`src/design/axi_pkg.sv`:
```
package axi_pkg;

    // transaction id per client
    typedef logic [3:0] axi_id_t;

    // burst length field holding beats minus one
    typedef logic [3:0] axi_len_t;

    // rresp / bresp code
    typedef logic [1:0] axi_resp_t;

    // four-beat INCR burst for a cache line
    localparam axi_len_t AXI_LEN_LINE = 4'd3;
    // single beat for uncached access
    localparam axi_len_t AXI_LEN_WORD = 4'd0;

    // normal access success
    localparam axi_resp_t AXI_RESP_OKAY = 2'b00;

    // ids shared by read and write channels
    localparam axi_id_t ID_ICACHE   = 4'd0;
    localparam axi_id_t ID_DCACHE   = 4'd1;
    localparam axi_id_t ID_UNCACHED = 4'd2;

endpackage

```
`src/design/cache_port_pkg.sv`:
```
package cache_port_pkg;

    // byte address, data word, byte strobe
    typedef logic [31:0] addr_t;
    typedef logic [31:0] word_t;
    typedef logic [3:0]  strb_t;

    // words per cache line, byte offset bits within a line
    localparam int LINE_WORDS       = 4;
    localparam int LINE_OFFSET_BITS = 4;

    // word 0 (lowest address) in the low 32 bits
    typedef logic [LINE_WORDS*$bits(word_t)-1:0] line_t;

    // beat index inside a line burst
    typedef logic [$clog2(LINE_WORDS)-1:0] beat_t;

    // requesters seen by the bridge
    typedef enum logic [1:0] {
        CLIENT_ICACHE   = 2'd0,
        CLIENT_DCACHE   = 2'd1,
        CLIENT_UNCACHED = 2'd2
    } client_t;

    // line base address with the offset bits cleared
    function automatic addr_t line_align(input addr_t addr);
        return {addr[$bits(addr_t)-1:LINE_OFFSET_BITS], {LINE_OFFSET_BITS{1'b0}}};
    endfunction

endpackage

```
`src/design/rd_port_if.sv`:
```
`timescale 1ns/1ps

interface rd_port_if import cache_port_pkg::*; ();

    // request side driven by the arbiter
    logic    req;
    client_t client;
    addr_t   addr;

    // engine side
    // rdy high only while the engine is idle
    logic    rdy;
    // one-cycle completion pulse
    logic    ret_valid;
    // full line or the uncached word in word 0
    line_t   ret_data;

    modport arbiter (
        output req,
        output client,
        output addr,
        input  rdy,
        input  ret_valid,
        input  ret_data
    );

    modport engine (
        input  req,
        input  client,
        input  addr,
        output rdy,
        output ret_valid,
        output ret_data
    );

endinterface

```
`src/design/axi_bridge_top.sv`:
```
`timescale 1ns/1ps

module axi_bridge_top import cache_port_pkg::*, axi_pkg::*; (
    input  logic      aclk,
    input  logic      reset,

    // icache refill
    input  logic      icache_rd_req,
    input  addr_t     icache_rd_addr,
    output logic      icache_rd_rdy,
    output logic      icache_ret_valid,
    output line_t     icache_ret_data,

    // dcache refill and write-back
    input  logic      dcache_rd_req,
    input  addr_t     dcache_rd_addr,
    output logic      dcache_rd_rdy,
    output logic      dcache_ret_valid,
    output line_t     dcache_ret_data,
    input  logic      dcache_wr_req,
    input  addr_t     dcache_wr_addr,
    input  line_t     dcache_wr_data,
    output logic      dcache_wr_rdy,
    output logic      dcache_wr_valid,

    // uncached word access
    input  logic      udcache_rd_req,
    input  addr_t     udcache_rd_addr,
    output logic      udcache_rd_rdy,
    output logic      udcache_ret_valid,
    output word_t     udcache_ret_data,
    input  logic      udcache_wr_req,
    input  addr_t     udcache_wr_addr,
    input  strb_t     udcache_wr_strb,
    input  word_t     udcache_wr_data,
    output logic      udcache_wr_rdy,
    output logic      udcache_wr_valid,

    // AXI3 master with fixed size and burst fields left to the slave
    output axi_id_t   arid,
    output addr_t     araddr,
    output axi_len_t  arlen,
    output logic      arvalid,
    input  logic      arready,
    input  axi_id_t   rid,
    input  word_t     rdata,
    input  axi_resp_t rresp,
    input  logic      rlast,
    input  logic      rvalid,
    output logic      rready,
    output axi_id_t   awid,
    output addr_t     awaddr,
    output axi_len_t  awlen,
    output logic      awvalid,
    input  logic      awready,
    output word_t     wdata,
    output strb_t     wstrb,
    output logic      wlast,
    output logic      wvalid,
    input  logic      wready,
    input  axi_id_t   bid,
    input  axi_resp_t bresp,
    input  logic      bvalid,
    output logic      bready
);

    // arbiter to read engine
    rd_port_if rd_port ();

    // three read clients onto one read port
    read_arbiter u_read_arbiter (
        .port (rd_port),
        .*
    );

    // AR and R channels
    axi_read_engine u_axi_read_engine (
        .port (rd_port),
        .*
    );

    // AW, W and B channels with their own two-client arbiter
    axi_write_engine u_axi_write_engine (
        .*
    );

endmodule

```
`src/design/axi_read_engine.sv`:
```
`timescale 1ns/1ps

module axi_read_engine import cache_port_pkg::*, axi_pkg::*; (
    input  logic      aclk,
    input  logic      reset,
    rd_port_if.engine port,

    output axi_id_t   arid,
    output addr_t     araddr,
    output axi_len_t  arlen,
    output logic      arvalid,
    input  logic      arready,

    input  axi_id_t   rid,
    input  word_t     rdata,
    input  axi_resp_t rresp,
    input  logic      rlast,
    input  logic      rvalid,
    output logic      rready
);

    typedef enum logic [1:0] {
        S_IDLE,
        S_ADDR,
        S_DATA
    } state_t;

    state_t   state_q;
    beat_t    beat_q;
    logic     ret_valid_q;

    // latched AR payload
    axi_id_t  id_q;
    addr_t    addr_q;
    axi_len_t len_q;
    // assembled line
    line_t    line_q;

    axi_id_t  req_id;
    addr_t    req_addr;
    axi_len_t req_len;
    logic     accept;
    logic     beat_take;

    // id, length and alignment per client
    always_comb begin
        case (port.client)
            CLIENT_ICACHE: begin
                req_id   = ID_ICACHE;
                req_len  = AXI_LEN_LINE;
                req_addr = line_align(port.addr);
            end
            CLIENT_DCACHE: begin
                req_id   = ID_DCACHE;
                req_len  = AXI_LEN_LINE;
                req_addr = line_align(port.addr);
            end
            default: begin
                req_id   = ID_UNCACHED;
                req_len  = AXI_LEN_WORD;
                req_addr = port.addr;
            end
        endcase
    end

    assign port.rdy = (state_q == S_IDLE);
    assign accept   = port.req && port.rdy;
    // only beats of our own burst count
    assign beat_take = rvalid && rready && (rid == id_q);

    always_ff @(posedge aclk) begin
        if (accept) begin
            id_q   <= req_id;
            addr_q <= req_addr;
            len_q  <= req_len;
        end
    end

    // beats fill the line in address order
    // an error beat loads zero into its word
    always_ff @(posedge aclk) begin
        if (beat_take) begin
            line_q[beat_q*$bits(word_t) +: $bits(word_t)] <=
                (rresp == AXI_RESP_OKAY) ? rdata : '0;
        end
    end

    always_ff @(posedge aclk) begin
        if (reset) begin
            state_q     <= S_IDLE;
            beat_q      <= '0;
            ret_valid_q <= 1'b0;
        end else begin
            // completion is a single-cycle pulse
            ret_valid_q <= 1'b0;
            case (state_q)
                S_IDLE: begin
                    if (accept) begin
                        state_q <= S_ADDR;
                        beat_q  <= '0;
                    end
                end
                S_ADDR: begin
                    if (arready) begin
                        state_q <= S_DATA;
                    end
                end
                S_DATA: begin
                    if (beat_take) begin
                        beat_q <= beat_q + 1'b1;
                        if (rlast) begin
                            state_q     <= S_IDLE;
                            ret_valid_q <= 1'b1;
                        end
                    end
                end
                default: state_q <= S_IDLE;
            endcase
        end
    end

    assign arid    = id_q;
    assign araddr  = addr_q;
    assign arlen   = len_q;
    assign arvalid = (state_q == S_ADDR);
    assign rready  = (state_q == S_DATA);

    assign port.ret_valid = ret_valid_q;
    assign port.ret_data  = line_q;

endmodule

```
`src/design/axi_write_engine.sv`:
```
`timescale 1ns/1ps

module axi_write_engine import cache_port_pkg::*, axi_pkg::*; (
    input  logic      aclk,
    input  logic      reset,

    input  logic      dcache_wr_req,
    input  addr_t     dcache_wr_addr,
    input  line_t     dcache_wr_data,
    output logic      dcache_wr_rdy,
    output logic      dcache_wr_valid,

    input  logic      udcache_wr_req,
    input  addr_t     udcache_wr_addr,
    input  strb_t     udcache_wr_strb,
    input  word_t     udcache_wr_data,
    output logic      udcache_wr_rdy,
    output logic      udcache_wr_valid,

    output axi_id_t   awid,
    output addr_t     awaddr,
    output axi_len_t  awlen,
    output logic      awvalid,
    input  logic      awready,

    output word_t     wdata,
    output strb_t     wstrb,
    output logic      wlast,
    output logic      wvalid,
    input  logic      wready,

    input  axi_id_t   bid,
    input  axi_resp_t bresp,
    input  logic      bvalid,
    output logic      bready
);

    typedef enum logic [1:0] {
        S_IDLE,
        S_ADDR,
        S_DATA,
        S_RESP
    } state_t;

    state_t   state_q;
    client_t  client_q;
    beat_t    beat_q;
    logic     done_q;

    // latched write request
    axi_id_t  id_q;
    addr_t    addr_q;
    axi_len_t len_q;
    line_t    data_q;
    strb_t    strb_q;

    logic     take_d;
    logic     take_u;
    logic     b_take;

    // dcache wins and uncached goes only when dcache is quiet
    assign dcache_wr_rdy  = (state_q == S_IDLE);
    assign udcache_wr_rdy = (state_q == S_IDLE) && !dcache_wr_req;

    assign take_d = dcache_wr_req && dcache_wr_rdy;
    assign take_u = udcache_wr_req && udcache_wr_rdy;
    assign b_take = bvalid && bready && (bid == id_q);

    always_ff @(posedge aclk) begin
        if (take_d) begin
            id_q   <= ID_DCACHE;
            addr_q <= line_align(dcache_wr_addr);
            len_q  <= AXI_LEN_LINE;
            data_q <= dcache_wr_data;
            // write-back always covers whole words
            strb_q <= '1;
        end else if (take_u) begin
            id_q   <= ID_UNCACHED;
            addr_q <= udcache_wr_addr;
            len_q  <= AXI_LEN_WORD;
            // single word goes out as beat 0
            data_q <= {{($bits(line_t)-$bits(word_t)){1'b0}}, udcache_wr_data};
            strb_q <= udcache_wr_strb;
        end
    end

    always_ff @(posedge aclk) begin
        if (reset) begin
            state_q  <= S_IDLE;
            client_q <= CLIENT_DCACHE;
            beat_q   <= '0;
            done_q   <= 1'b0;
        end else begin
            done_q <= 1'b0;
            case (state_q)
                S_IDLE: begin
                    if (take_d) begin
                        state_q  <= S_ADDR;
                        client_q <= CLIENT_DCACHE;
                    end else if (take_u) begin
                        state_q  <= S_ADDR;
                        client_q <= CLIENT_UNCACHED;
                    end
                end
                S_ADDR: begin
                    // W starts only once AW is through
                    if (awready) begin
                        state_q <= S_DATA;
                        beat_q  <= '0;
                    end
                end
                S_DATA: begin
                    if (wready) begin
                        if (wlast) begin
                            state_q <= S_RESP;
                        end else begin
                            beat_q <= beat_q + 1'b1;
                        end
                    end
                end
                S_RESP: begin
                    if (b_take) begin
                        if (bresp == AXI_RESP_OKAY) begin
                            state_q <= S_IDLE;
                            done_q  <= 1'b1;
                        end else begin
                            // an error response replays the whole burst
                            state_q <= S_ADDR;
                        end
                    end
                end
                default: state_q <= S_IDLE;
            endcase
        end
    end

    assign awid    = id_q;
    assign awaddr  = addr_q;
    assign awlen   = len_q;
    assign awvalid = (state_q == S_ADDR);

    // beat select from the latched line
    assign wdata  = data_q[beat_q*$bits(word_t) +: $bits(word_t)];
    assign wstrb  = strb_q;
    assign wvalid = (state_q == S_DATA);
    // last beat index equals the length code
    assign wlast  = wvalid && (beat_q == len_q[$bits(beat_t)-1:0]);

    assign bready = (state_q == S_RESP);

    // completion pulse back to whoever was accepted
    assign dcache_wr_valid  = done_q && (client_q == CLIENT_DCACHE);
    assign udcache_wr_valid = done_q && (client_q == CLIENT_UNCACHED);

endmodule

```
`src/design/read_arbiter.sv`:
```
`timescale 1ns/1ps

module read_arbiter import cache_port_pkg::*; (
    input  logic      aclk,
    input  logic      reset,

    input  logic      icache_rd_req,
    input  addr_t     icache_rd_addr,
    output logic      icache_rd_rdy,
    output logic      icache_ret_valid,
    output line_t     icache_ret_data,

    input  logic      dcache_rd_req,
    input  addr_t     dcache_rd_addr,
    output logic      dcache_rd_rdy,
    output logic      dcache_ret_valid,
    output line_t     dcache_ret_data,

    input  logic      udcache_rd_req,
    input  addr_t     udcache_rd_addr,
    output logic      udcache_rd_rdy,
    output logic      udcache_ret_valid,
    output word_t     udcache_ret_data,

    rd_port_if.arbiter port
);

    client_t pick;
    addr_t   pick_addr;
    // client that owns the outstanding read
    client_t grant_q;

    // fixed priority with dcache over uncached over icache
    always_comb begin
        if (dcache_rd_req) begin
            pick      = CLIENT_DCACHE;
            pick_addr = dcache_rd_addr;
        end else if (udcache_rd_req) begin
            pick      = CLIENT_UNCACHED;
            pick_addr = udcache_rd_addr;
        end else begin
            pick      = CLIENT_ICACHE;
            pick_addr = icache_rd_addr;
        end
    end

    assign port.req    = icache_rd_req || dcache_rd_req || udcache_rd_req;
    assign port.client = pick;
    assign port.addr   = pick_addr;

    // a client sees rdy only when no higher priority client asks
    // with no request at all every rdy follows the engine
    assign dcache_rd_rdy  = port.rdy;
    assign udcache_rd_rdy = port.rdy && !dcache_rd_req;
    assign icache_rd_rdy  = port.rdy && !dcache_rd_req && !udcache_rd_req;

    // remember who was accepted
    always_ff @(posedge aclk) begin
        if (reset) begin
            grant_q <= CLIENT_ICACHE;
        end else if (port.req && port.rdy) begin
            grant_q <= pick;
        end
    end

    // steer the completion pulse back to the owner
    assign icache_ret_valid  = port.ret_valid && (grant_q == CLIENT_ICACHE);
    assign dcache_ret_valid  = port.ret_valid && (grant_q == CLIENT_DCACHE);
    assign udcache_ret_valid = port.ret_valid && (grant_q == CLIENT_UNCACHED);

    // data fans out and only the pulsed client samples it
    assign icache_ret_data  = port.ret_data;
    assign dcache_ret_data  = port.ret_data;
    // uncached word arrives in word 0
    assign udcache_ret_data = port.ret_data[$bits(word_t)-1:0];

endmodule

```
`config.mk`:
```
export PLATFORM = sky130hd
export DESIGN_NAME = axi_bridge_top
export DESIGN_NICKNAME = d
export VERILOG_FILES = /design/src/design/axi_pkg.sv /design/src/design/cache_port_pkg.sv /design/src/design/rd_port_if.sv /design/src/design/axi_bridge_top.sv /design/src/design/axi_read_engine.sv /design/src/design/axi_write_engine.sv /design/src/design/read_arbiter.sv
export SDC_FILE = /design/constraint.sdc
export NUM_CORES = 1
export LEC_CHECK = 0
export CORE_AREA = 2 2 311 313
export DETAILED_ROUTE_END_ITERATION = 8
export DIE_AREA = 0 0 313 315
export DONT_BUFFER_PORTS = 1
export PLACE_DENSITY = 0.41
export SLEW_MARGIN = 20
export SYNTH_ARGS = -nofsm -noshare
export SYNTH_HDL_FRONTEND = slang
export SYNTH_SLANG_ARGS = --single-unit
```
`constraint.sdc`:
```
create_clock -name aclk -period 6.2 [get_ports aclk]
set_input_delay 0.62 -clock aclk [delete_from_list [all_inputs] [get_ports aclk]]
set_output_delay 0.62 -clock aclk [all_outputs]
set_load 0.005 [all_outputs]
```
* Word level (Yosys, flattened, before mapping)
Index checks and enable logic that the tools add are counted.
Widths: inputs -> output; s select.
** Word-level totals
- Flip-flop bits (word level) :: 350
- Output and inout port bits :: 420
- Logic and storage cells :: 126
- Input port bits :: 381
** Operators by class
- Eq/ne operators :: 23
- Add/subtract/negate cells :: 3
- Reduce and logical (&&, ||, !) cells :: 38
- Bitwise operators :: 4
- Shifts and indexed selects :: 3
- Muxes and demuxes :: 36
** Operators by type and width (number)
- $mux 128 :: 2
- $mux 32 :: 5
- $bwmux 128 :: 1
- $shift 32x34->128 const A :: 1
- $shiftx 128x8->32 :: 1
- $shiftx 32x34->128 :: 1
- $mux 2 :: 20
- $neg 7->34 :: 1
- $logic_and 1x1->1 :: 16
- $ne 2x2->1 const B :: 7
- $logic_not 2->1 :: 6
- $pmux 2 s2 :: 3
- $eq 2x1->1 const B :: 5
- $eq 2x2->1 const B :: 5
- $pmux 2 s4 :: 1
- $reduce_and 4->1 :: 2
- $pmux 2 s3 :: 1
- $reduce_bool 2->1 :: 3
- $reduce_or 3->1 :: 2
- $reduce_and 5->1 :: 1
- $add 2x1->2 const B :: 2
- $eq 4x2->1 :: 1
- $eq 4x4->1 :: 1
- $ne 2x1->1 const B :: 2
- 9 further kinds :: 17

* Longest topological paths before layout
Gate-level depths: netlist of the first run.
- Depth after elaboration :: 6
- Gate-level depth with buffers :: 9
- Mapped depth without buffers :: 6

* By module
Synthesis of the first run repeated with hierarchy kept, for this count alone.
** Unflattened totals
- Cell total of the unflattened synthesis :: 1380
- Area, all modules :: 16863.7 um2
** Modules (own cells, without submodules)
- axi_write_engine :: cells each 567, seq. area each 5024.8 um2, area each 7711.1 um2, instances 1
- axi_read_engine :: cells each 399, seq. area each 4994.8 um2, area each 6152.2 um2, instances 1
- read_arbiter :: cells each 414, seq. area each 40.0 um2, area each 3000.4 um2, instances 1

* Worst setup path before layout of the first run
Ideal clock, no wire load.
- Path kind :: reg2reg
- From :: reg u_axi_write_engine.state_q[0]
- To :: reg u_axi_write_engine.addr_q[10] (netlist: u_axi_write_engine.awaddr[10]) (enable)
- Period minus slack after synthesis :: 5.367 ns
- Data required time :: 4.908 ns
- Arrival :: 4.074 ns
- Stages on the path, launching flop included :: 8
- Slack :: 0.833 ns
- Cells stage by stage :: dfxtp_1 -> inv_1 -> ha_1 -> buf_2 -> nand2_1 -> clkbuf_1 -> buf_1 -> nand2_1
** On the way
- Longest elaborated chain between the ends :: 4
- Elaborated cells between the ends (all ways) :: 5
- Classes of those cells :: reduce/logical: 5
** Ends and longest elaborated chain
- start: declaration :: line axi_write_engine.sv:45 : state_t state_q;
- start signal: assignment :: line axi_write_engine.sv:89 : state_q <= S_IDLE;
- start signal: assignment :: line axi_write_engine.sv:98 : state_q <= S_ADDR;
- start signal: assignment :: line axi_write_engine.sv:101 : state_q <= S_ADDR;
- $logic_not 2->1 (*) :: line axi_write_engine.sv:62 : assign dcache_wr_rdy = (state_q == S_IDLE);
- via dcache_wr_rdy :: line axi_bridge_top.sv:23 : output logic dcache_wr_rdy,
- $logic_and 1x1->1 :: line axi_write_engine.sv:63 : assign udcache_wr_rdy = (state_q == S_IDLE) && !dcache_wr_req;
- $logic_and 1x1->1 :: line axi_write_engine.sv:66 : assign take_u = udcache_wr_req && udcache_wr_rdy;
- $reduce_bool 2->1 (no line) (*)
- end signal: assignment :: line axi_write_engine.sv:72 : addr_q <= line_align(dcache_wr_addr);
- end signal: assignment :: line axi_write_engine.sv:79 : addr_q <= udcache_wr_addr;
- end: declaration :: line axi_write_engine.sv:52 : addr_t addr_q;
The timed path passes the listed nets; every way through them passes the cells marked *.
A chain may end at the register's enable or synchronous reset.

* Final worst setup path of the first run
- From :: reg u_axi_write_engine.state_q[0]
- To :: reg u_axi_write_engine.addr_q[30] (netlist: u_axi_write_engine.awaddr[30]) (enable)
** On the way
- Longest elaborated chain between the ends :: 4
- Elaborated cells between the ends (all ways) :: 5
- Classes of those cells :: reduce/logical: 5
** Ends and longest elaborated chain
- $logic_not 2->1 :: line axi_write_engine.sv:62
- via dcache_wr_rdy :: line axi_bridge_top.sv:23
- $logic_and 1x1->1 :: line axi_write_engine.sv:63
- via udcache_wr_rdy :: line axi_bridge_top.sv:36 : output logic udcache_wr_rdy,
- $logic_and 1x1->1 :: line axi_write_engine.sv:66
- $reduce_bool 2->1 (no line)
The timed path passes the listed nets, and every way through them passes these cells.

==> results of run 1 <==
## cell type report
| cell class | instances | area (um2) |
|---|---|---|
| sequential | 343 | 10100 |
| inverter | 10 | 37.5 |
| multi-input combinational | 636 | 3970 |
| clock inverter | 24 | 246 |
| timing repair buffer | 10 | 87.6 |
| fill | 10400 | 78600 |
| antenna | 7 | 17.5 |
| tap | 1276 | 1600 |
| clock buffer | 55 | 1120 |
## synth_stat cells (2+ instances only)
library cell and number:
a21oi_1 10, a22o_1 28, a22oi_1 2, a31oi_1 2
and2_1 10, and3_1 96, and3b_1 3, buf_1 8
buf_2 13, buf_4 172, clkbuf_1 54, dfxtp_1 24
edfxtp_1 319, ha_1 10, inv_1 10, mux2i_1 30
mux4_2 32, nand2_1 183, nand2b_1 3, nand3_1 11
nand3b_1 2, nand4b_1 2, nor2_1 139, nor2b_1 5
nor3_1 4, nor3b_1 3, nor4_1 3, o21ai_0 30
o31ai_1 3, or3_1 3, xnor2_1 4
## kinds of logic (layout without fill, tap and decap cells)
| kind of cell | after synthesis | count (layout) | share of synthesized area (%) |
|---|---|---|---|
| adder cells (fa/ha/maj) | 10 | 10 | 0.803 |
| flip-flops | 343 | 343 | 64.6 |
| AND/OR/NAND/NOR | 473 | 473 | 14.0 |
| other | 1 | 15 | 0.0241 |
| AO/OA/AOI/OAI | 79 | 79 | 3.44 |
| XOR/XNOR | 4 | 4 | 0.225 |
| buffers and inverters | 257 | 99 | 10.4 |
| multiplexers | 62 | 62 | 6.55 |
## per-layer routing
metal | wire (um) | global-route usage, %
met4 | 2140 | 4.68
met1 | 19300 | 11.0
met5 | 39 | 0
met2 | 28400 | 18.7
met3 | 5440 | 4.49
## sequential cells by signal, indices dropped and copies added (netlist names)
register	cells
u_axi_read_engine.port.ret_data	128
u_axi_write_engine.data_q	128
u_axi_read_engine.araddr	32
u_axi_write_engine.awaddr	32
u_axi_write_engine.wstrb	4
u_axi_read_engine.arid	2
u_axi_read_engine.beat_q	2
u_axi_read_engine.state_q	2
u_axi_write_engine.awid	2
u_axi_write_engine.beat_q	2
u_axi_write_engine.client_q	2
u_axi_write_engine.state_q	2
u_read_arbiter.grant_q	2
u_axi_read_engine.arlen	1
u_axi_read_engine.port.ret_valid	1
u_axi_write_engine.done_q	1
## critical path, cell delays in order (launching register included)
cell and delay [ns]:
dfxtp_1 0.34, inv_1 0.15, ha_2 0.31, nor2b_4 0.22
nand2_1 0.36, nand2_4 0.81, buf_12 0.42
## per-stage QoR
stage	setup slack, ns	utilization (%)	cell area [um2]	hold slack (ns)	power, W
after floorplan	0.833	-	15600	0.445	0.00435
after global placement	3.07	16.4	15700	0.457	0.00475
after detailed placement	2.97	16.5	15800	0.461	0.00480
after CTS	2.94	17.9	17100	0.0132	0.00730
after global routing	2.75	17.9	17100	0.0408	0.00753
final	2.98	17.9	17100	0.0869	0.00717
## power by group through the flow
stage	combinational (W)	sequential, W	clock [W]
after global placement	0.00127	0.00349	0
after floorplan	0.000938	0.00341	0
after CTS	0.00130	0.00346	0.00254
after detailed placement	0.00130	0.00350	0
after global routing	0.00141	0.00350	0.00262
final	0.00128	0.00344	0.00245
## how the worst max path moves through the flow
stage	start	endpoint	slack (ns)
floorplan	u_axi_write_engine.state_q[0]$_SDFFE_PP0P_	u_axi_write_engine.awaddr[10]$_DFFE_PP_	0.83
CTS	u_axi_write_engine.state_q[0]$_SDFFE_PP0P_	u_axi_write_engine.data_q[28]$_DFFE_PP_	2.94
global placement	u_axi_write_engine.state_q[0]$_SDFFE_PP0P_	u_axi_write_engine.data_q[124]$_SDFFCE_PP0P_	3.07
finish	u_axi_write_engine.state_q[0]$_SDFFE_PP0P_	u_axi_write_engine.awaddr[30]$_DFFE_PP_	2.98
detailed placement	u_axi_write_engine.state_q[0]$_SDFFE_PP0P_	u_axi_write_engine.data_q[99]$_SDFFCE_PP0P_	2.97
global route	u_axi_write_engine.state_q[0]$_SDFFE_PP0P_	u_axi_write_engine.awaddr[30]$_DFFE_PP_	2.75
==> reports/summary.md, run 1 <==
For this design the static power due to leakage is 5.88 nW. Leading cell type in the layout, fill and taps excluded: edfxtp_1. The worst voltage drop across the vdd grid was 0.000274 V. The detailed router finished its first iteration with 538 violations. Leaving out fill and tap cells, the most frequent cells in the layout are 319 x edfxtp_1, 182 x nand2_1, 138 x nor2_1, 96 x and3_1, 43 x clkbuf_16. The share of synthesized flip-flops with an asynchronous set or reset is 0%, and the clock group share of total power is 34.2%. The port buffer count works out to 0. The non-filler instance count after layout was 2,361; the switching power of the nets was 0.00216 W.

The mean cell area of the mapped netlist is 12.7 um2. In the routed design, unresolved DRC markers number 0. Data on the critical path is required at its endpoint by 6.42 ns.

The die extent in x is 313 um, and the total wire length is 55,300 um. After clock tree synthesis, the flow added hold-fix buffers numbering 0. Clock skew on the completed layout was measured at 0.0343 ns. For the final routed database, the setup TNS stands at 0 ns.

The share of the clock period used by the worst path after layout is 51.9%. For the area of the die, the log shows 0.0986 mm2. TritonCTS built the clock tree. The number of cells on the worst reg-to-reg path was 6. The startpoint of the worst register-to-register path is u_axi_write_engine.state_q[0]$_SDFFE_PP0P_. The number of pins exceeding their max-slew limit in the final report was 0; the fraction of synthesized cell area taken by the top area cell type was 61.5%.

Timing would allow up to 311 MHz. The element type at the critical path start was a register. Cells with a size suffix above 1 make up 11.7% of the layout.

The post-detailed-route via-to-cell ratio was 3.79. The critical path start-end classification is reg -> reg. The run gives 0 as the number of antenna-violating nets in the routed design.

For this design the top-level I/O count stands at 801. Combinational cells account for 17.8% of the total power. The run gives 0 as the total of max-cap violations. The clock passes through at most 3 buffers. The number of clock buffers added by TritonCTS is 43. The number of cell rows is 114, and the switching part of the total power is 30.1%. The area growth from synthesis to layout is 9.99%. Setup repair after global routing left no endpoint under its margin. The number of clock sinks seen by CTS was 343. The number of setup buffers added after CTS is 0. The H-tree generated during clock tree synthesis spans 2 levels.

The first global-routing pass estimated 73,500 um of wire. Post-layout minimum cycle time: 3.22 ns. In this run the tightest slew margin relative to its limit is 23.4%. After synthesis the netlist holds a flip-flop and latch count of 343.

For this run, the register share of the synthesized area comes to 64.6%. The number of global-route vias before repair is 9,078. The run gives 100 as the maximum number of pins on one net before global-route repair. Synthesis produced a netlist whose cell count is 1,229. For the worst setup path, the data arrival time is 3.44 ns. After synthesis, the cell types taking the most area are edfxtp_1 61%, buf_4 8.3%, mux4_2 4.6%, nand2_1 4.4%, and3_1 3.9%. Origin of the worst min-delay path: reset. The number of enable flip-flop cells after synthesis works out to 319. The first detailed-routing pass took 5 iterations. The per-cell routed wire length is 23.4 um, and the final-report setup violation count is 0. The post-synth design cell area is 0.0156 mm2, and the height of the die is 315 um.

The tightest min-delay check is of the in -> reg type. The logs give 0 for the quantity of gates resized following cts and 41,900 um for the placed wire-length estimate. The run gives 10.6% as the global routing usage summed across all routing layers. For the pin with the worst max-slew slack, the measured transition is 1.15 ns.

For this run, the leading register cell type out of synthesis is edfxtp_1. The remaining global-route overflow is 0. The hold path depth works out to 1.

Including well taps, the total number of placed cells is 2,275. The power density over the cells is 418 mW/mm2. The internal portion of the total power is 0.00502 W. The worst register-to-register path ends at u_axi_write_engine.awaddr[30]$_DFFE_PP_. The logs give 0 for the warning count from the yosys run and 0 for the number of hold-slack violations in the final timing report. The cell type with the largest total area after synthesis is edfxtp_1. After floorplanning, the core was sized to cover 0.0957 mm2. For this block, the via count after detailed routing is 8,937. The tools report the starting density of the core as 16.3%. The number of antenna violations at the first check in global routing was 16.

Setup slack of the most critical reg-to-reg path: 2.98 ns. The CTS root buffer was clkbuf_16. The flow ran to the end, and the final reports show no timing, DRC or antenna violations.

For the worst-skew pair, the clock arrives at the later sink with an insertion delay of 0.60 ns. Clock-pin slew was measured on the worst setup and hold paths at 0.06 ns. For this run, the post-layout net count is 1,435.

The final weighted congestion of routability-driven global placement was 0.797; the number of library cell types mapped by synthesis was 42. The run gives 48.0% as the part of the total power dissipated in sequential elements. Of all nets on the critical path, the largest fanout is 94. The worst hold path terminates at u_axi_write_engine.beat_q[0]$_SDFFE_PP0P_. STA classifies the critical path endpoint as a register.
Note: power is estimated with default switching activity, not from simulation.
==> run 2: changes to the inputs <==
==> constraint.sdc (replaced) <==
create_clock -name aclk -period 3 [get_ports aclk]
set_input_delay 0.3 -clock aclk [delete_from_list [all_inputs] [get_ports aclk]]
set_output_delay 0.3 -clock aclk [all_outputs]
set_load 0.005 [all_outputs]
==> run 2 against run 1 <==
Setup slack got worse by 2.8 ns. Final area grew 18%. Power rose by 120%. Critical path type unchanged. Clock skew fell by 0.012 ns. Register-to-register slack lost 2.8 ns. Highest routed layer unchanged. Final cell count increased by 13%. First-iteration DRC count is 31% higher.
==> reports/summary.md, run 2 (same netlist as run 1, synthesis figures left out) <==
Sum of buffers and inverters on the critical path: 3 (+1). The final weighted congestion of routability-driven global placement is 0.825 (+3.5%). The origin of the worst min-delay path was rdata[22]. The number of global-route vias before repair was 10,500 (+16%); the power density over the cells was 773 mW/mm2 (+85%).

The logs give 0 (unchanged) for the total of max-cap violations and 45.8% (-2.2 points) for the part of the total power dissipated in sequential elements. For the data arrival time of the worst path, the log shows 3.25 ns (-0.19 ns). The worst voltage drop across the vdd grid was 0.000666 V (+140%); the switching part of the total power was 30.2% (+0.16 points). For the number of DRC violations after detailed-routing iteration 0, the log shows 704 (+31%). The per-cell routed wire length was 22.9 um (-2.2%); the largest fanout on the critical path was 19 (-80%). TritonCTS built the clock tree.

The height of the die was 315 um (unchanged); the die extent in x was 313 um (unchanged). The combinational power share was 22.3% (+4.5 points); the final design instance area without fill was 0.0202 mm2 (+18%). The starting density of the core is 16.3% (unchanged). The endpoint identified for the worst register-to-register timing path is u_axi_write_engine.awaddr[23]$_DFFE_PP_.

The clock tree buffer depth is 3 (unchanged). The ratio of cells with drive above 1 in the final layout was 10.1% (-1.6 points); the setup slack of the most critical reg-to-reg path was 0.21 ns (-2.77 ns). Setup repair after global routing left no endpoint under its margin. The count of filler cells inserted in the layout was 10,200 (-2.3%); the clock-pin transition on the worst setup and hold timing paths was 0.06 ns (about the same). The run gives 0.0220 ns (-0.0122 ns) as the setup clock skew after layout. Switching power of the nets: 0.00473 W (+120%).

The tools report the global routing usage summed across all routing layers as 11.8% (+1.2 points). The tools report the number of clock sinks seen by CTS as 343 (unchanged). The run finished with clean final reports.

The tools report the worst-case hold path end point as u_axi_read_engine.port.ret_data[118]$_DFFE_PP_. The count of nets after finishing is 1,740 (+21%). For the area of the die, the log shows 0.0986 mm2 (unchanged). In this run the worst setup path begins at u_axi_write_engine.state_q[0]$_SDFFE_PP0P_.

The run gives 3.46 ns (-2.96 ns) as the worst path required time. Element type at the critical path start: a register. The quantity of gates resized following cts is 0 (unchanged).

The hold path depth came out at 2 (+1). The logs give 0 (unchanged) for the number of antenna-violating nets in the routed design and 0 (unchanged) for the count of unresolved DRC violations after routing. The run gives 0 ns (unchanged) as the total negative setup slack. First-pass iteration count of the detailed router: 4 (-1). The post-layout minimum cycle time works out to 2.79 ns (-0.427 ns). In the layout the commonest cells are 319 x edfxtp_1, 288 x dlygate4sd3_1, 182 x nand2_1, 138 x nor2_1, 96 x and3_1. For the placed wire-length estimate, the log shows 45,600 um (+8.8%). The source-to-sink clock delay at the later pin of the worst-skew pair was 0.60 ns (about the same). Worst slack on hold paths: 0.0463 ns (-0.0405 ns).

The slowest cell on the critical path was dlygate4sd3_1. The startpoint of the worst register-to-register path is u_axi_write_engine.state_q[0]$_SDFFE_PP0P_. Leaving out fill and tap cells, the most frequent cell in the layout is edfxtp_1. The slew at the pin with the worst max-slew slack is 0.968 ns (-0.181 ns), and the number of buffers created by CTS is 42 (-2.3%). The run gives 358 MHz (+15%) as the maximum frequency from static timing analysis. The share of the clock period used by the worst path after layout was 93.1% (+41 points).

Internal power consumption: 0.0109 W (+120%). The final-report setup violation count was 0 (unchanged); the clock group share of total power was 31.9% (-2.3 points). Traced cell by cell, the critical path runs through inv_1 > ha_2 > nor2b_4 > and2_2 > buf_4 > a22o_1 > dlygate4sd3_1.

The number of pins exceeding their max-slew limit in the final report was 0 (unchanged). The port buffer count is 0 (unchanged), and the number of antenna violations at the first check in global routing is 13 (-3). The remaining global-route overflow is 0 (unchanged), and the number of cell rows is 114 (unchanged). The biggest cell delay along the critical path was 0.59 ns (-0.22 ns). For the total number of H-tree levels, the log shows 2 (unchanged). Relative to the synthesized area, the layout overhead comes to 29.9%. Top-level port count: 801 (unchanged). STA classifies the critical path endpoint as a register. The number of hold-slack violations in the final timing report was 0 (unchanged); the first-pass GRT wire length was 81,600 um (+11%).

Type of the most critical hold path: in -> reg. Kind of cell with the highest combined delay on the critical path: buffers and inverters. The leakage power of the design came out at 7.25 nW (+23%).

The critical path in this run is classified as reg -> reg. The logs give 93 (-7.0%) for the maximum number of pins on one net before global-route repair and 0.0101 mm2 (unchanged) for the area taken by flip-flops and latches. The relative slew slack came out at 35.5% (+12 points). The CTS root buffer is clkbuf_16. The logs give 0.0957 mm2 (unchanged) for the area of the core and 10,200 (+14%) for the total vias in the final route. The post-detailed-route via-to-cell ratio is 3.82 (+0.96%).

The total wire length is 61,000 um (+10%). Standard cell area after detailed placement: 0.0159 mm2 (+1.1%). The number of cells on the worst reg-to-reg path was 7 (+1); the footprint of the multi-input gates was 0.00397 mm2 (about the same).
==> run 2: area by class of cell <==
cell class,instances,share of cell area [%]
Antenna cell,5,0.0618
Multi-Input combinational cell,636,19.6
Timing Repair Buffer,316,15.9
Clock buffer,56,5.60
Inverter,10,0.185
Clock inverter,22,1.06
Tap cell,1276,7.89
Sequential cell,343,49.7
==> run 2: power groups by stage <==
stage	clock network, W	logic, W	registers (W)
2_1_floorplan	0	0.00195	0.00693
3_3_place_gp	0	0.00281	0.00724
3_5_place_dp	0	0.00286	0.00727
4_1_cts	0.00519	0.00352	0.00719
5_1_grt	0.00537	0.00378	0.00729
6_report	0.00499	0.00350	0.00717
==> run 2: how the worst max path moves through the flow <==
stage	end	cells past startpoint	slack, ns
2_1_floorplan	u_axi_write_engine.awaddr[10]$_DFFE_PP_	7	0.06
3_3_place_gp	u_axi_write_engine.awaddr[26]$_DFFE_PP_	6	0.54
3_5_place_dp	u_axi_write_engine.awaddr[26]$_DFFE_PP_	6	0.49
4_1_cts	wdata[11]	2	0.14
5_1_grt	u_axi_write_engine.awaddr[23]$_DFFE_PP_	7	0.04
6_report	u_axi_write_engine.awaddr[23]$_DFFE_PP_	7	0.21
==> run 2: timing repair <==
| item | 4_1_cts | 5_1_grt |
|---|---|---|
| setup buffers | 0 | 0 |
| endpoints found under the hold margin | 245 | 0 |
| hold buffers | 291 | 0 |
==> run 2: layer usage <==
metal | global-route usage [%] | share of wire, % | up-vias
met5 | 0.484 | 0.20 | -
met4 | 4.46 | 3.2 | 10
met3 | 4.89 | 10 | 104
met2 | 20.3 | 50 | 600
met1 | 12.9 | 36 | 5021
li1 | - | - | 4446
==> run 2: per-stage QoR <==
step	cells	worst slack [ns]	total power, W	utilization [%]
global placement	2290	0.537	0.0101	16.6
global route	2664	0.0353	0.0164	21.1
finish	2664	0.207	0.0157	21.1
CTS	2659	0.145	0.0159	21.1
detailed placement	2290	0.489	0.0101	16.6
floorplan	1236	0.0596	0.00888	-
